<file path="config.mk">
export PLATFORM = sky130hd
export DESIGN_NAME = rv_tracer_top
export DESIGN_NICKNAME = d
export VERILOG_FILES = /design/src/trace_isa_pkg.sv /design/src/trace_pipe_pkg.sv /design/src/instr_classifier.sv /design/src/trace_ctrl.sv /design/src/ex_stage_slot.sv /design/src/wb_stage_slot.sv /design/src/rv_tracer_top.sv
export SDC_FILE = /design/constraint.sdc
export NUM_CORES = 1
export LEC_CHECK = 0
export ABC_AREA = 1
export CORE_AREA = 4 4 199 201
export CTS_CLUSTER_SIZE = 12
export DETAILED_ROUTE_END_ITERATION = 12
export DIE_AREA = 0 0 203 205
export DONT_BUFFER_PORTS = 1
export PLACE_DENSITY = 0.66
export SETUP_SLACK_MARGIN = 0.3
export SLEW_MARGIN = 20
export SYNTH_ARGS = -nofsm -noshare
export SYNTH_HDL_FRONTEND = slang
export SYNTH_SLANG_ARGS = --single-unit
</file>
<file path="constraint.sdc">
create_clock -name clk -period 13 [get_ports clk]
set_clock_uncertainty 0.2 [all_clocks]
set_input_delay 2.6 -clock clk [delete_from_list [all_inputs] [get_ports clk]]
set_output_delay 2.6 -clock clk [all_outputs]
set_load 0.03 [all_outputs]
</file>
<file path="src/trace_isa_pkg.sv">
package trace_isa_pkg;

  ////////////////////////////////////////
  // rv32i major opcodes
  ////////////////////////////////////////

  typedef enum logic [6:0] {
    OPC_LUI      = 7'b0110111,
    OPC_AUIPC    = 7'b0010111,
    OPC_JAL      = 7'b1101111,
    OPC_JALR     = 7'b1100111,
    OPC_BRANCH   = 7'b1100011,
    OPC_LOAD     = 7'b0000011,
    OPC_STORE    = 7'b0100011,
    OPC_OP_IMM   = 7'b0010011,
    OPC_OP       = 7'b0110011,
    OPC_MISC_MEM = 7'b0001111,
    OPC_SYSTEM   = 7'b1110011
  } opcode_e;

  // class reported on the trace port
  typedef enum logic [3:0] {
    CLS_LUI,
    CLS_AUIPC,
    CLS_JAL,
    CLS_JALR,
    CLS_BRANCH,
    CLS_LOAD,
    CLS_STORE,
    CLS_OP_IMM,
    CLS_OP,
    CLS_FENCE,
    CLS_CSR,
    CLS_SYSTEM,
    CLS_INVALID
  } instr_class_e;

  ////////////////////////////////////////
  // instruction field positions
  ////////////////////////////////////////

  localparam logic [4:0] RD_LSB     = 5'd7;
  localparam logic [4:0] FUNCT3_LSB = 5'd12;
  localparam logic [4:0] RS1_LSB    = 5'd15;
  localparam logic [4:0] FUNCT7_LSB = 5'd25;
  localparam logic [4:0] REG_ADDR_W = 5'd5;

endpackage

</file>
<file path="src/trace_pipe_pkg.sv">
package trace_pipe_pkg;

  ////////////////////////////////////////
  // tracer slot bookkeeping
  ////////////////////////////////////////

  // SLOT_DONE marks a bypass record that retires without wb sampling
  typedef enum logic [1:0] {
    SLOT_EMPTY = 2'b00,
    SLOT_WAIT  = 2'b01,
    SLOT_DONE  = 2'b10
  } slot_state_e;

  // defaults for the top level parameters
  localparam int unsigned DEF_XLEN    = 32;
  localparam int unsigned DEF_CYCLE_W = 32;

endpackage

</file>
<file path="src/instr_classifier.sv">
module instr_classifier import trace_isa_pkg::*; (
  input  logic [31:0]           instr,
  output instr_class_e          instr_class,
  output logic                  rd_wr,
  output logic [REG_ADDR_W-1:0] rd
);

  opcode_e    opcode;
  logic [2:0] funct3;
  logic [6:0] funct7;
  logic       writes_rd;

  assign opcode = opcode_e'(instr[6:0]);
  assign funct3 = instr[FUNCT3_LSB +: 3];
  assign funct7 = instr[FUNCT7_LSB +: 7];
  assign rd     = instr[RD_LSB +: REG_ADDR_W];

  // major opcode first, then the funct fields that rv32i leaves reserved
  always_comb begin
    instr_class = CLS_INVALID;
    if (instr[1:0] == 2'b11) begin
      case (opcode)
        OPC_LUI:      instr_class = CLS_LUI;
        OPC_AUIPC:    instr_class = CLS_AUIPC;
        OPC_JAL:      instr_class = CLS_JAL;
        OPC_JALR:     instr_class = CLS_JALR;
        OPC_MISC_MEM: instr_class = CLS_FENCE;
        OPC_BRANCH: begin
          if (funct3 != 3'b010 && funct3 != 3'b011) instr_class = CLS_BRANCH;
        end
        OPC_LOAD: begin
          if (funct3 inside {3'b000, 3'b001, 3'b010, 3'b100, 3'b101}) instr_class = CLS_LOAD;
        end
        OPC_STORE: begin
          if (funct3 < 3'b011) instr_class = CLS_STORE;
        end
        OPC_OP_IMM: begin
          // slli, srli, srai carry a shamt, the rest a full immediate
          if (funct3 == 3'b001) begin
            if (funct7 == 7'b0000000) instr_class = CLS_OP_IMM;
          end else if (funct3 == 3'b101) begin
            if (funct7 == 7'b0000000 || funct7 == 7'b0100000) instr_class = CLS_OP_IMM;
          end else begin
            instr_class = CLS_OP_IMM;
          end
        end
        OPC_OP: begin
          // only sub and sra use the alternate funct7
          if (funct7 == 7'b0000000 ||
              (funct7 == 7'b0100000 && (funct3 == 3'b000 || funct3 == 3'b101))) begin
            instr_class = CLS_OP;
          end
        end
        OPC_SYSTEM: begin
          if (funct3 == 3'b000) instr_class = CLS_SYSTEM;
          else if (funct3 != 3'b100) instr_class = CLS_CSR;
        end
        default: instr_class = CLS_INVALID;
      endcase
    end
  end

  always_comb begin
    case (instr_class)
      CLS_LUI, CLS_AUIPC, CLS_JAL, CLS_JALR,
      CLS_OP_IMM, CLS_OP, CLS_LOAD, CLS_CSR: writes_rd = 1'b1;
      default:                               writes_rd = 1'b0;
    endcase
  end

  // x0 writes are never traced
  assign rd_wr = writes_rd && (rd != '0);

endmodule

</file>
<file path="src/trace_ctrl.sv">
module trace_ctrl import trace_pipe_pkg::*; #(
  parameter int unsigned CYCLE_W = DEF_CYCLE_W
) (
  input  logic               clk,
  input  logic               rst_n,
  input  logic               id_valid,
  input  logic               is_decoding,
  input  logic               pipe_flush,
  input  logic               ex_valid,
  input  logic               wb_bypass,
  input  logic               wb_valid,
  output logic               capture,
  output logic               ex_busy,
  output logic               ex_leave,
  output logic               wb_busy,
  output logic               wb_retire,
  output slot_state_e        wb_state,
  output logic [CYCLE_W-1:0] cycle
);

  ////////////////////////////////////////
  // stage move strobes
  ////////////////////////////////////////

  // a flush also retires the instruction sitting in decode
  assign capture   = (id_valid && is_decoding) || pipe_flush;
  assign ex_leave  = ex_busy && (ex_valid || wb_bypass);
  assign wb_busy   = (wb_state != SLOT_EMPTY);
  assign wb_retire = ((wb_state == SLOT_WAIT) && wb_valid) || (wb_state == SLOT_DONE);

  ////////////////////////////////////////
  // cycle counter and occupancy
  ////////////////////////////////////////

  always_ff @(posedge clk or negedge rst_n) begin
    if (!rst_n) begin
      cycle <= '0;
    end else begin
      cycle <= cycle + 1'b1;
    end
  end

  // a new capture may follow an ex leave on the same edge
  always_ff @(posedge clk or negedge rst_n) begin
    if (!rst_n) begin
      ex_busy <= 1'b0;
    end else if (capture) begin
      ex_busy <= 1'b1;
    end else if (ex_leave) begin
      ex_busy <= 1'b0;
    end
  end

  always_ff @(posedge clk or negedge rst_n) begin
    if (!rst_n) begin
      wb_state <= SLOT_EMPTY;
    end else if (ex_leave) begin
      wb_state <= wb_bypass ? SLOT_DONE : SLOT_WAIT;
    end else if (wb_retire) begin
      wb_state <= SLOT_EMPTY;
    end
  end

  // no room for a second record in either stage
  a_ex_overflow: assert property (@(posedge clk) disable iff (!rst_n)
    capture && ex_busy |-> ex_leave)
    else $error("capture into an occupied EX slot");

  a_wb_overflow: assert property (@(posedge clk) disable iff (!rst_n)
    ex_leave && wb_busy |-> wb_retire)
    else $error("EX record moved into an occupied WB slot");

  // a bypassed record must not be retired a second time by wb_valid
  a_bypass_once: assert property (@(posedge clk) disable iff (!rst_n)
    ex_leave && wb_bypass |=> !wb_valid)
    else $error("wb_valid seen for a record that bypassed WB");

endmodule

</file>
<file path="src/ex_stage_slot.sv">
module ex_stage_slot import trace_isa_pkg::*, trace_pipe_pkg::*; #(
  parameter int unsigned XLEN    = DEF_XLEN,
  parameter int unsigned CYCLE_W = DEF_CYCLE_W
) (
  input  logic                  clk,
  input  logic                  rst_n,
  input  logic                  capture,
  input  logic                  ex_busy,
  input  logic [XLEN-1:0]       pc,
  input  logic [31:0]           instr,
  input  instr_class_e          instr_class,
  input  logic                  rd_wr,
  input  logic [REG_ADDR_W-1:0] rd,
  input  logic [CYCLE_W-1:0]    cycle,
  input  logic [REG_ADDR_W-1:0] ex_reg_addr,
  input  logic                  ex_reg_we,
  input  logic [XLEN-1:0]       ex_reg_wdata,
  input  logic                  ex_data_req,
  input  logic                  ex_data_gnt,
  input  logic [XLEN-1:0]       ex_data_addr,
  input  logic                  ex_data_we,
  output logic [XLEN-1:0]       rec_pc,
  output logic [31:0]           rec_instr,
  output instr_class_e          rec_class,
  output logic [CYCLE_W-1:0]    rec_cycle,
  output logic [REG_ADDR_W-1:0] rec_rd,
  output logic                  rec_rd_wr,
  output logic [XLEN-1:0]       rec_rd_val,
  output logic                  rec_rd_seen,
  output logic                  rec_mem_seen,
  output logic [XLEN-1:0]       rec_mem_addr,
  output logic                  rec_mem_we
);

  logic            rd_hit;
  logic            mem_hit;
  logic [XLEN-1:0] rd_val_q;
  logic            rd_seen_q;
  logic            mem_seen_q;
  logic [XLEN-1:0] mem_addr_q;
  logic            mem_we_q;

  assign rd_hit  = ex_busy && ex_reg_we && (ex_reg_addr == rec_rd);
  assign mem_hit = ex_busy && !mem_seen_q && ex_data_req && ex_data_gnt;

  // record as seen after this edge, so a leaving record includes the current sample
  assign rec_rd_val   = rd_hit ? ex_reg_wdata : rd_val_q;
  assign rec_rd_seen  = rd_seen_q || rd_hit;
  assign rec_mem_seen = mem_seen_q || mem_hit;
  assign rec_mem_addr = mem_hit ? ex_data_addr : mem_addr_q;
  assign rec_mem_we   = mem_hit ? ex_data_we : mem_we_q;

  always_ff @(posedge clk or negedge rst_n) begin
    if (!rst_n) begin
      rd_seen_q  <= 1'b0;
      mem_seen_q <= 1'b0;
    end else if (capture) begin
      rd_seen_q  <= 1'b0;
      mem_seen_q <= 1'b0;
    end else begin
      rd_seen_q  <= rec_rd_seen;
      mem_seen_q <= rec_mem_seen;
    end
  end

  always_ff @(posedge clk) begin
    if (capture) begin
      rec_pc    <= pc;
      rec_instr <= instr;
      rec_class <= instr_class;
      rec_cycle <= cycle;
      rec_rd    <= rd;
      rec_rd_wr <= rd_wr;
    end
    rd_val_q   <= rec_rd_val;
    mem_addr_q <= rec_mem_addr;
    mem_we_q   <= rec_mem_we;
  end

  a_gnt_needs_req: assert property (@(posedge clk) disable iff (!rst_n)
    ex_busy && ex_data_gnt |-> ex_data_req)
    else $error("data grant without a request");

endmodule

</file>
<file path="src/wb_stage_slot.sv">
module wb_stage_slot import trace_isa_pkg::*, trace_pipe_pkg::*; #(
  parameter int unsigned XLEN    = DEF_XLEN,
  parameter int unsigned CYCLE_W = DEF_CYCLE_W
) (
  input  logic                  clk,
  input  logic                  rst_n,
  input  logic                  ex_leave,
  input  slot_state_e           wb_state,
  input  logic                  wb_retire,
  input  logic [XLEN-1:0]       rec_pc,
  input  logic [31:0]           rec_instr,
  input  instr_class_e          rec_class,
  input  logic [CYCLE_W-1:0]    rec_cycle,
  input  logic [REG_ADDR_W-1:0] rec_rd,
  input  logic                  rec_rd_wr,
  input  logic [XLEN-1:0]       rec_rd_val,
  input  logic                  rec_rd_seen,
  input  logic                  rec_mem_seen,
  input  logic [XLEN-1:0]       rec_mem_addr,
  input  logic                  rec_mem_we,
  input  logic [REG_ADDR_W-1:0] wb_reg_addr,
  input  logic                  wb_reg_we,
  input  logic [XLEN-1:0]       wb_reg_wdata,
  output logic                  trace_valid,
  output logic [XLEN-1:0]       trace_pc,
  output logic [31:0]           trace_instr,
  output instr_class_e          trace_class,
  output logic [CYCLE_W-1:0]    trace_cycle,
  output logic [REG_ADDR_W-1:0] trace_rd,
  output logic                  trace_rd_valid,
  output logic [XLEN-1:0]       trace_rd_wdata,
  output logic                  trace_mem_valid,
  output logic [XLEN-1:0]       trace_mem_addr,
  output logic                  trace_mem_we
);

  logic [XLEN-1:0]       pc_q;
  logic [31:0]           instr_q;
  instr_class_e          class_q;
  logic [CYCLE_W-1:0]    cycle_q;
  logic [REG_ADDR_W-1:0] rd_q;
  logic                  rd_wr_q;
  logic [XLEN-1:0]       rd_val_q;
  logic                  rd_seen_q;
  logic                  mem_seen_q;
  logic [XLEN-1:0]       mem_addr_q;
  logic                  mem_we_q;
  logic                  rd_hit;
  logic [XLEN-1:0]       rd_val;
  logic                  rd_seen;

  // bypass records (SLOT_DONE) never take wb writes
  assign rd_hit  = (wb_state == SLOT_WAIT) && wb_reg_we && (wb_reg_addr == rd_q);
  assign rd_val  = rd_hit ? wb_reg_wdata : rd_val_q;
  assign rd_seen = rd_seen_q || rd_hit;

  always_ff @(posedge clk) begin
    if (ex_leave) begin
      pc_q       <= rec_pc;
      instr_q    <= rec_instr;
      class_q    <= rec_class;
      cycle_q    <= rec_cycle;
      rd_q       <= rec_rd;
      rd_wr_q    <= rec_rd_wr;
      rd_val_q   <= rec_rd_val;
      rd_seen_q  <= rec_rd_seen;
      mem_seen_q <= rec_mem_seen;
      mem_addr_q <= rec_mem_addr;
      mem_we_q   <= rec_mem_we;
    end else begin
      rd_val_q  <= rd_val;
      rd_seen_q <= rd_seen;
    end
  end

  ////////////////////////////////////////
  // trace output registers
  ////////////////////////////////////////

  always_ff @(posedge clk or negedge rst_n) begin
    if (!rst_n) begin
      trace_valid <= 1'b0;
    end else begin
      trace_valid <= wb_retire;
    end
  end

  always_ff @(posedge clk) begin
    if (wb_retire) begin
      trace_pc        <= pc_q;
      trace_instr     <= instr_q;
      trace_class     <= class_q;
      trace_cycle     <= cycle_q;
      trace_rd        <= rd_q;
      trace_rd_valid  <= rd_wr_q && rd_seen;
      trace_rd_wdata  <= rd_val;
      trace_mem_valid <= mem_seen_q;
      trace_mem_addr  <= mem_addr_q;
      trace_mem_we    <= mem_we_q;
    end
  end

endmodule

</file>
<file path="src/rv_tracer_top.sv">
module rv_tracer_top import trace_isa_pkg::*, trace_pipe_pkg::*; #(
  parameter int unsigned XLEN    = DEF_XLEN,
  parameter int unsigned CYCLE_W = DEF_CYCLE_W
) (
  input  logic                  clk,
  input  logic                  rst_n,
  input  logic [XLEN-1:0]       pc,
  input  logic [31:0]           instr,
  input  logic                  id_valid,
  input  logic                  is_decoding,
  input  logic                  pipe_flush,
  input  logic                  ex_valid,
  input  logic [REG_ADDR_W-1:0] ex_reg_addr,
  input  logic                  ex_reg_we,
  input  logic [XLEN-1:0]       ex_reg_wdata,
  input  logic                  ex_data_req,
  input  logic                  ex_data_gnt,
  input  logic [XLEN-1:0]       ex_data_addr,
  input  logic                  ex_data_we,
  input  logic                  wb_bypass,
  input  logic                  wb_valid,
  input  logic [REG_ADDR_W-1:0] wb_reg_addr,
  input  logic                  wb_reg_we,
  input  logic [XLEN-1:0]       wb_reg_wdata,
  output logic                  trace_valid,
  output logic [XLEN-1:0]       trace_pc,
  output logic [31:0]           trace_instr,
  output instr_class_e          trace_class,
  output logic [CYCLE_W-1:0]    trace_cycle,
  output logic [REG_ADDR_W-1:0] trace_rd,
  output logic                  trace_rd_valid,
  output logic [XLEN-1:0]       trace_rd_wdata,
  output logic                  trace_mem_valid,
  output logic [XLEN-1:0]       trace_mem_addr,
  output logic                  trace_mem_we
);

  instr_class_e          id_class;
  logic                  id_rd_wr;
  logic [REG_ADDR_W-1:0] id_rd;
  logic                  capture;
  logic                  ex_busy;
  logic                  ex_leave;
  logic                  wb_retire;
  slot_state_e           wb_state;
  logic [CYCLE_W-1:0]    cycle;

  // record handed from ex to wb
  logic [XLEN-1:0]       rec_pc;
  logic [31:0]           rec_instr;
  instr_class_e          rec_class;
  logic [CYCLE_W-1:0]    rec_cycle;
  logic [REG_ADDR_W-1:0] rec_rd;
  logic                  rec_rd_wr;
  logic [XLEN-1:0]       rec_rd_val;
  logic                  rec_rd_seen;
  logic                  rec_mem_seen;
  logic [XLEN-1:0]       rec_mem_addr;
  logic                  rec_mem_we;

  instr_classifier u_classifier (
    .instr       (instr),
    .instr_class (id_class),
    .rd_wr       (id_rd_wr),
    .rd          (id_rd)
  );

  trace_ctrl #(.CYCLE_W(CYCLE_W)) u_ctrl (
    .clk, .rst_n, .id_valid, .is_decoding, .pipe_flush, .ex_valid, .wb_bypass, .wb_valid,
    .capture, .ex_busy, .ex_leave,
    .wb_busy     (),
    .wb_retire, .wb_state, .cycle
  );

  ex_stage_slot #(.XLEN(XLEN), .CYCLE_W(CYCLE_W)) u_ex_slot (
    .clk, .rst_n, .capture, .ex_busy, .pc, .instr,
    .instr_class (id_class),
    .rd_wr       (id_rd_wr),
    .rd          (id_rd),
    .cycle, .ex_reg_addr, .ex_reg_we, .ex_reg_wdata,
    .ex_data_req, .ex_data_gnt, .ex_data_addr, .ex_data_we,
    .rec_pc, .rec_instr, .rec_class, .rec_cycle, .rec_rd, .rec_rd_wr,
    .rec_rd_val, .rec_rd_seen, .rec_mem_seen, .rec_mem_addr, .rec_mem_we
  );

  wb_stage_slot #(.XLEN(XLEN), .CYCLE_W(CYCLE_W)) u_wb_slot (
    .clk, .rst_n, .ex_leave, .wb_state, .wb_retire,
    .rec_pc, .rec_instr, .rec_class, .rec_cycle, .rec_rd, .rec_rd_wr,
    .rec_rd_val, .rec_rd_seen, .rec_mem_seen, .rec_mem_addr, .rec_mem_we,
    .wb_reg_addr, .wb_reg_we, .wb_reg_wdata,
    .trace_valid, .trace_pc, .trace_instr, .trace_class, .trace_cycle,
    .trace_rd, .trace_rd_valid, .trace_rd_wdata,
    .trace_mem_valid, .trace_mem_addr, .trace_mem_we
  );

endmodule

</file>
Yosys cells after proc, flatten, opt, wreduce, memory -nomap -nowiden
Memories as Yosys holds them, arrays and structs flattened.
Cells that the tools add are included.
{"block": "op_classes", "n_reduce_logical": 30, "n_eq_ne": 24, "order_cmp": 1, "addsub": 1, "mux": 25}
{"operator": "32-bit two-way mux", "count": 4}
{"operator": "4-bit case mux with 11 select lines", "count": 1}
{"operator": "4-bit two-way mux", "count": 9}
{"operator": "32-bit by 1-bit adder with 32-bit output, second input constant", "count": 1}
{"operator": "7-bit by 6-bit equality test with 1-bit output, second input constant", "count": 4}
{"operator": "7-bit equality test, second input constant", "count": 4}
{"operator": "7-bit by 5-bit equality test with 1-bit output, second input constant", "count": 2}
{"operator": "1-bit logical AND", "count": 14}
{"operator": "5-bit equality test", "count": 2}
{"operator": "5-bit nonzero test", "count": 2}
{"operator": "1-bit logical OR", "count": 9}
{"operator": "7-bit by 2-bit equality test with 1-bit output, second input constant", "count": 1}
{"operator": "7-bit by 4-bit equality test with 1-bit output, second input constant", "count": 1}
{"operator": "7-bit zero test", "count": 1}
{"operator": "3-bit equality test, second input constant", "count": 2}
{"operator": "1-bit two-way mux", "count": 6}
{"operator": "2-bit two-way mux", "count": 3}
{"operator": "3-bit two-way mux", "count": 2}
{"operator": "3-bit by 2-bit inequality test with 1-bit output, second input constant", "count": 2}
{"operator": "2-bit equality test, second input constant", "count": 2}
{"operator": "2-bit nonzero test", "count": 2}
{"operator": "3-bit by 1-bit equality test with 1-bit output, second input constant", "count": 1}
{"operator": "3-bit by 2-bit equality test with 1-bit output, second input constant", "count": 1}
{"operator": "3-bit zero test", "count": 1}
{"operator": "4 further kinds", "count": 4}
{"block": "word_totals", "in_bits": 183, "elab_cells": 118, "output_inout_bits": 173, "romBits": 16, "regBits": 554, "memories": 1}
{"memory": "(name not given)", "words": 16, "width": 1, "rd": 1, "rd_ports_with_merged_regs": 0, "write_ports": 0, "line": "instr_classifier.sv:64", "rtl": "case (instr_class)"}

Longest topological paths before layout
Gate-level depths: netlist of the first run.
An unclocked memory read counts as a cell.
{"block": "depth", "ltp_word": 9, "mapped_depth": 11, "ltp_nobuf": 11}

Hierarchy
From an unflattened synthesis of the first run, not the netlist that was laid out.
{"block": "unflattened", "hier_cells": 1432, "hier_area_um2": 19602.6}
{"module": "wb_stage_slot", "n_inst": 1, "seq_area_each_um2": 10054.6, "area_each_um2": 11552.3, "cells_per_inst": 656}
{"module": "ex_stage_slot", "n_inst": 1, "seq_area_each_um2": 4534.3, "area_each_um2": 5690.5, "cells_per_inst": 432}
{"module": "trace_ctrl", "n_inst": 1, "seq_area_each_um2": 875.8, "area_each_um2": 1864.3, "cells_per_inst": 237}
{"module": "instr_classifier", "n_inst": 1, "seq_area_each_um2": 0.0, "area_each_um2": 495.5, "cells_per_inst": 107}

Least setup slack after synthesis of the first run
OpenSTA, ideal clock, no wires.
{"block": "synth_path", "path_type": "reg2reg", "startpoint": "reg u_ctrl.wb_state[0]", "endpoint": "reg u_wb_slot.trace_valid", "n_path_buf": 0, "path_stages_with_launch": 2, "slack_ns": -0.624, "setup_ns": 1.335, "required_ns": 11.465, "t_arrival_ns": 12.089, "period_less_slack_ns": 13.624, "path_cell_list": "dfrtp_1 -> o21ai_0"}
{"block": "synth_via", "elab_chain_cells": 3, "word_cells_on_any_way": 4, "cone_classes": "eq/ne (2); reduce/logical (2)"}
{"item": "from (decl)", "line": "trace_ctrl.sv:17", "rtl": "output slot_state_e wb_state,"}
{"item": "from (signal assigned)", "line": "trace_ctrl.sv:58", "rtl": "wb_state <= wb_bypass ? SLOT_DONE : SLOT_WAIT;"}
{"item": "2-bit by 1-bit equality test with 1-bit output", "line": "trace_ctrl.sv:29", "rtl": "assign wb_retire = ((wb_state == SLOT_WAIT) && wb_valid) || (wb_state == SLOT_DONE);"}
{"item": "1-bit logical AND", "line": "trace_ctrl.sv:29"}
{"item": "1-bit logical OR *", "line": "trace_ctrl.sv:29"}
{"item": "via u_ctrl.wb_retire", "line": "trace_ctrl.sv:16", "rtl": "output logic wb_retire,"}
{"item": "to (signal assigned)", "line": "wb_stage_slot.sv:84", "rtl": "trace_valid <= wb_retire;"}
{"item": "to (decl)", "line": "wb_stage_slot.sv:24", "rtl": "output logic trace_valid,"}
Mark *: on every way through the listed nets, which the timed path passes. The rest lies on a longest branch.
A chain may end at the register's enable or synchronous reset.

Worst setup path after layout of the first run
{"block": "layout_path", "startpoint": "in ex_valid", "endpoint": "reg u_wb_slot.instr_q[21] (enable)"}
{"block": "layout_via", "elab_chain_cells": 2}
{"item": "from (decl)", "line": "rv_tracer_top.sv:12", "rtl": "input logic ex_valid,"}
{"item": "1-bit logical OR", "line": "trace_ctrl.sv:27", "rtl": "assign ex_leave = ex_busy && (ex_valid || wb_bypass);"}
{"item": "1-bit logical AND", "line": "trace_ctrl.sv:27"}
{"item": "to (signal assigned)", "line": "wb_stage_slot.sv:60", "rtl": "instr_q <= rec_instr;"}
{"item": "to (decl)", "line": "wb_stage_slot.sv:38", "rtl": "logic [31:0] instr_q;"}
Every way passes these cells.

==> impl_metrics.py, run 1 <==
metrics = {
    "timing": {
        "worst_slew_pin_slew_ps": 1110,
        "slew_headroom_pct": 26.2,
        "final_max_slew_viol_count": 0,
        "rsz0062_at_grt": "no",
        "setup-violations-final": 0,
        "tns_ps": 0,
        "timing.final.crit_share_pct": 34.6,
        "period_needed_ps": 4500,
        "holdWs_ps": 205,
        "hold_viol_final": 0,
        "max_freq_ghz": 0.222,
    },
    "synthesis": {
        "synthTopCellsByArea": "edfxtp_1 (65%), dfxtp_1 (10%), nand2_1 (6.1%)",
        "ys_ff_latch": 539,
        "syn-instance-count": 1328,
        "postSynthAreaPerCell_sq_um": 14.1,
        "yosysUniqueCellTypes": 35,
        "netlist_area_sq_um": 18700,
        "synth_seq_area_share_pct": 80.3,
        "syn-num-nets": 1512,
        "synth_ff_type": "edfxtp_1",
        "yosysTopAreaCellShare_pct": 64.8,
        "synth-edff-count": 403,
        "ys_warn_count": 0,
        "synthArstFlopShare_pct": 7.05,
        "synth_area_leader_cell": "edfxtp_1",
    },
    "cts": {
        "numCtsBuffers": 53,
        "clk_pin_slew_worst_paths_ps": 60,
        "post_cts_buffers": 0,
        "cts_root_buf": "clkbuf_16",
        "clock_latency_ps": 590,
        "clockBufferDepth": 3,
        "cts.sinks": 539,
        "cts_hold_buf": 0,
        "cts_resized": 0,
        "htree_levels": 2,
        "cts_tree": "done",
    },
    "global_route": {
        "grt_overflow": 0,
        "grt_pass1_vias": 9539,
        "grt_max_degree": 169,
        "antenna_found_initial": 4,
        "grt_pass1_wl_um": 56700,
        "track_usage_pct": 17.8,
    },
    "finish": {
        "syn2layout_area_growth_pct": 11.6,
        "drive_gt1_share_pct": 7.44,
        "most-common-layout-cells": "edfxtp_1 (403), nand2_1 (305), inv_1 (143)",
        "fin_util_pct": 55.5,
        "mostFrequentLayoutCell": "edfxtp_1",
        "fillers": 2990,
        "final_nets": 1539,
    },
    "critical_path": {
        "end_kind": "register",
        "cp_max_fo": 113,
        "cp_data_arrival_time_ps": 4520,
        "critPathLaunch": "ex_valid",
        "r2r-start": "u_ctrl.ex_busy",
        "cp.required_ps": 13020,
        "critPathKind": "input pin to register",
        "startpoint_type": "input pin",
    },
    "power": {
        "finalPower_mw": 4.10,
        "p_comb_share_pct": 7.0,
        "pwr-share-clk_pct": 34.4,
        "power_density_nw_per_um2": 197,
        "swShare_pct": 25.5,
        "switching_power_mw": 1.04,
        "seqPwrFrac_pct": 58.7,
        "power_leakage_nw": 8.28,
        "p_int_mw": 3.06,
        "vdd_ir_drop_max_uv": 103,
    },
    "placed_design": {
        "post-dp-hpwl_um": 24100,
        "port-buffer-count": 0,
        "routabilityCongestion": 0.873,
    },
    "die": {
        "dieHeight_um": 205,
        "initial_utilization_pct": 49.7,
        "coreArea_sq_um": 37600,
        "io_pins": 356,
        "dieArea_sq_um": 41600,
        "die_x_um": 203,
        "row_count": 71,
    },
    "detailed_routing": {
        "drt-initial-drc-count": 636,
        "first_pass_iters": 5,
        "drt-total-wl_um": 37500,
        "viasPerCell": 5.02,
        "antenna_left": 0,
        "drcViolationCount": 0,
        "num_vias": 9599,
        "wl_per_cell_um": 19.6,
    },
    "status": {
        "outcome": "finished clean",
    },
    "worst_hold_path": {
        "min_from": "u_wb_slot.mem_addr_q[1]",
        "holdCritPathClass": "register to register",
    },
    "run": {
        "cap_viol_max_count": 0,
    },
}
routing by layer:
metal,GRT usage (%),up-vias,part of all wire [%]
met3,6.11,78,7.8
li1,-,4558,-
met4,7.08,4,3.0
met1,21.9,4634,40
met5,0,-,0.072
met2,29.3,325,49
kinds of logic after synthesis:
group,Yosys count,share of synthesized area (%)
flip-flops,539,80.3
AND/OR/NAND/NOR,515,12.3
buffers and inverters,186,4.09
AO/OA/AOI/OAI,54,1.61
XOR/XNOR,33,1.55
adder cells (fa/ha/maj),1,0.0669
area by class of cell:
| class | count | area [sq um] | area share [%] |
|---|---|---|---|
| flip-flops and latches | 539 | 15000 | 72.0 |
| multi-input cells | 603 | 2940 | 14.1 |
| clock buffers | 91 | 1510 | 7.24 |
| well taps | 511 | 639 | 3.07 |
| inverters | 149 | 567 | 2.72 |
| clock inverters | 7 | 90.1 | 0.432 |
| repair buffers | 9 | 80.1 | 0.384 |
| diodes | 2 | 5.00 | 0.0240 |
Yosys cell counts, types with 2 or more instances:
cell / number
edfxtp_1: 403
nand2_1: 305
inv_1: 146
dfxtp_1: 98
nor2_1: 56
nand3_1: 49
nand4_1: 40
dfrtp_1: 38
and2_1: 33
o21ai_0: 29
xor2_1: 21
clkbuf_1: 16
xnor2_1: 12
buf_2: 9
o21ai_1: 9
nor2_2: 8
nor3_1: 8
a21oi_1: 7
buf_4: 6
o21ai_2: 6
buf_6: 4
nor3_2: 4
inv_2: 3
nand3_2: 3
nor4_1: 3
clkbuf_2: 2
nor2_4: 2
critical path, stage by stage:
cell and delay (ps):
o21ai_4 30, buf_4 270, inv_6 730, buf_4 760
power by group through the flow:
stage	combinational [mW]	sequential [mW]	clock, mW
after global placement	0.277	2.44	0
after floorplan	0.225	2.43	0
after detailed placement	0.289	2.44	0
after CTS	0.292	2.41	1.45
final	0.286	2.41	1.41
after global routing	0.333	2.43	1.53
worst paths after layout:
check	endpoint	slack, ps	cells after the start
max	u_wb_slot.instr_q[21]	8500	4
min	u_wb_slot.trace_mem_addr[1]	200	0
max reg2reg	u_wb_slot.instr_q[21]	9970	4
min reg2reg	u_wb_slot.trace_mem_addr[1]	200	0
max in group asynchronous	u_ctrl.ex_busy	10980	0
min in group asynchronous	u_ctrl.cycle[28]	1500	0
metrics by stage:
step                worst slack, ps  cell area [sq um]  cells
floorplan                      4130              18700   1328
global placement               7820              19200   1811
detailed placement             7800              19200   1811
CTS                            8460              20800   1909
global route                   8330              20800   1911
finish                         8500              20800   1911
Power figures use the tool's default switching activity.
==> run 2: changes to the inputs <==
--- a/config.mk
+++ b/config.mk
@@ -11,7 +11,7 @@
 export DETAILED_ROUTE_END_ITERATION = 12
 export DIE_AREA = 0 0 203 205
 export DONT_BUFFER_PORTS = 1
-export PLACE_DENSITY = 0.66
+export PLACE_DENSITY = 0.63
 export SETUP_SLACK_MARGIN = 0.3
 export SLEW_MARGIN = 20
 export SYNTH_ARGS = -nofsm -noshare
==> constraint.sdc (replaced) <==
create_clock -name clk -period 4.2 [get_ports clk]
set_clock_uncertainty 0.2 [all_clocks]
set_input_delay 0.84 -clock clk [delete_from_list [all_inputs] [get_ports clk]]
set_output_delay 0.84 -clock clk [all_outputs]
set_load 0.03 [all_outputs]
==> run 2 against run 1 <==
Effect of this change: sequential share of layout area fell by 0.52 points; clock-buffer cell count decreased by 7; clock power rose to 3.2 times the previous value; critical path type is now register to register.
==> impl_metrics.py, run 2 (same netlist as run 1, synthesis figures left out) <==
metrics = {
    "status": {
        "outcome": "finished clean",
    },
    "timing": {
        "max_freq_ghz": 0.406,
        "rsz0062_at_grt": "no",
        "final_max_slew_viol_count": 0,
        "slew_headroom_pct": 31.1,
        "worst_slew_pin_slew_ps": 1030,
        "period_needed_ps": 2460,
        "setup-violations-final": 0,
        "hold_viol_final": 0,
        "tns_ps": 0,
        "timing.final.crit_share_pct": 58.6,
    },
    "detailed_routing": {
        "first_pass_iters": 5,
        "wl_per_cell_um": 19.8,
        "antenna_left": 0,
        "drcViolationCount": 0,
        "drt-total-wl_um": 37900,
        "drt-initial-drc-count": 602,
        "viasPerCell": 5.09,
        "num_vias": 9754,
    },
    "cts": {
        "htree_levels": 2,
        "numCtsBuffers": 54,
        "clock_latency_ps": 590,
        "clockBufferDepth": 3,
        "cts_root_buf": "clkbuf_16",
        "cts_tree": "done",
        "cts.sinks": 539,
        "post_cts_buffers": 0,
        "cts_resized": 0,
        "clk_pin_slew_worst_paths_ps": 60,
    },
    "critical_path": {
        "cp_slowest_cell": "nand3_2",
        "startpoint_type": "register",
        "cpPeakStageDelay_ps": 640,
        "cp_max_fo": 33,
        "end_kind": "register",
        "critPathKind": "register to register",
        "path_buf_inv": 2,
        "cp_cell_sequence": "inv_1, nor2_1, nor3_4, buf_4, nand3_2, nand2_1, and2_1",
        "cp_top_family": "simple AND/OR/NAND/NOR gates",
        "cp.required_ps": 4530,
        "cp_data_arrival_time_ps": 2790,
    },
    "die": {
        "die_x_um": 203,
        "io_pins": 356,
        "row_count": 71,
        "dieHeight_um": 205,
        "dieArea_sq_um": 41600,
        "initial_utilization_pct": 49.7,
        "coreArea_sq_um": 37600,
    },
    "finish": {
        "fillers": 2974,
        "layout.cells.non_filler": 1916,
        "most-common-layout-cells": "edfxtp_1 (403), nand2_1 (305), inv_1 (143)",
        "mostFrequentLayoutCell": "edfxtp_1",
        "final_nets": 1547,
        "fin_util_pct": 55.9,
        "drive_gt1_share_pct": 8.34,
        "syn2layout_area_growth_pct": 12.4,
    },
    "power": {
        "vdd_ir_drop_max_uv": 400,
        "power_density_nw_per_um2": 612,
        "power_leakage_nw": 8.36,
        "finalPower_mw": 12.8,
    },
    "placed_design": {
        "post-dp-hpwl_um": 24800,
        "routabilityCongestion": 0.845,
        "placed_cells": 1816,
        "port-buffer-count": 0,
    },
    "global_route": {
        "grt_max_degree": 133,
        "grt_pass1_vias": 9655,
        "antenna_found_initial": 4,
        "track_usage_pct": 17.8,
        "grt_pass1_wl_um": 56700,
        "grt_overflow": 0,
    },
    "run": {
        "cap_viol_max_count": 0,
    },
    "worst_hold_path": {
        "holdCritPathClass": "input pin to register",
    },
}
-- run 2: per-layer routing --
| layer | track usage, % | vias to the layer above | part of all wire [%] |
|---|---|---|---|
| met3 | 6.92 | 92 | 8.5 |
| met5 | 0 | - | 0.090 |
| met2 | 28.7 | 330 | 48 |
| met4 | 7.37 | 4 | 3.7 |
| li1 | - | 4579 | - |
| met1 | 21.8 | 4749 | 39 |
-- run 2: final timing paths --
kind                            depth (start not counted)  slack [ps]               startpoint                   endpoint
worst max-delay path                                    7        1740  u_ex_slot.rec_instr[11]     u_ex_slot.rd_val_q[18]
worst min-delay path                                    1         130                wb_bypass         u_ctrl.wb_state[0]
worst max register to register                          7        1740  u_ex_slot.rec_instr[11]     u_ex_slot.rd_val_q[18]
worst min register to register                          0         210    u_wb_slot.instr_q[26]  u_wb_slot.trace_instr[26]
max in group asynchronous                               2        2990                    rst_n           u_ctrl.cycle[24]
min in group asynchronous                               2         610                    rst_n         u_ctrl.wb_state[0]
-- run 2: cell type report --
| class | instances | area (sq um) | share of cell area [%] |
|---|---|---|---|
| Antenna cell | 2 | 5.00 | 0.0238 |
| Clock buffer | 84 | 1500 | 7.16 |
| Clock inverter | 12 | 158 | 0.751 |
| Inverter | 149 | 567 | 2.70 |
| Multi-Input combinational cell | 603 | 2940 | 14.0 |
| Sequential cell | 539 | 15000 | 71.5 |
| Tap cell | 511 | 639 | 3.04 |
| Timing Repair Buffer | 16 | 168 | 0.798 |
-- run 2: where the power goes --
part | switching (mW) | total (mW) | internal, mW
combinational | 0.623 | 0.909 | 0.286
clock | 1.90 | 4.49 | 2.59
sequential | 0.752 | 7.45 | 6.70
total | 3.27 | 12.8 | 9.57
-- run 2: through the flow --
stage                     hold slack, ps  area [sq um]  setup slack, ps
after floorplan                      200         18700              411
after global placement               200         19300             1310
after detailed placement             205         19300             1240
after CTS                           93.9         21000             1670
after global routing                88.7         21000             1420
final                                132         21000             1740
-- run 2: what timing repair did --
action | CTS | global route
hold buffers | 2 | 0
hold endpoints to repair | 38 | 0
endpoints found under the setup margin | 0 | 0
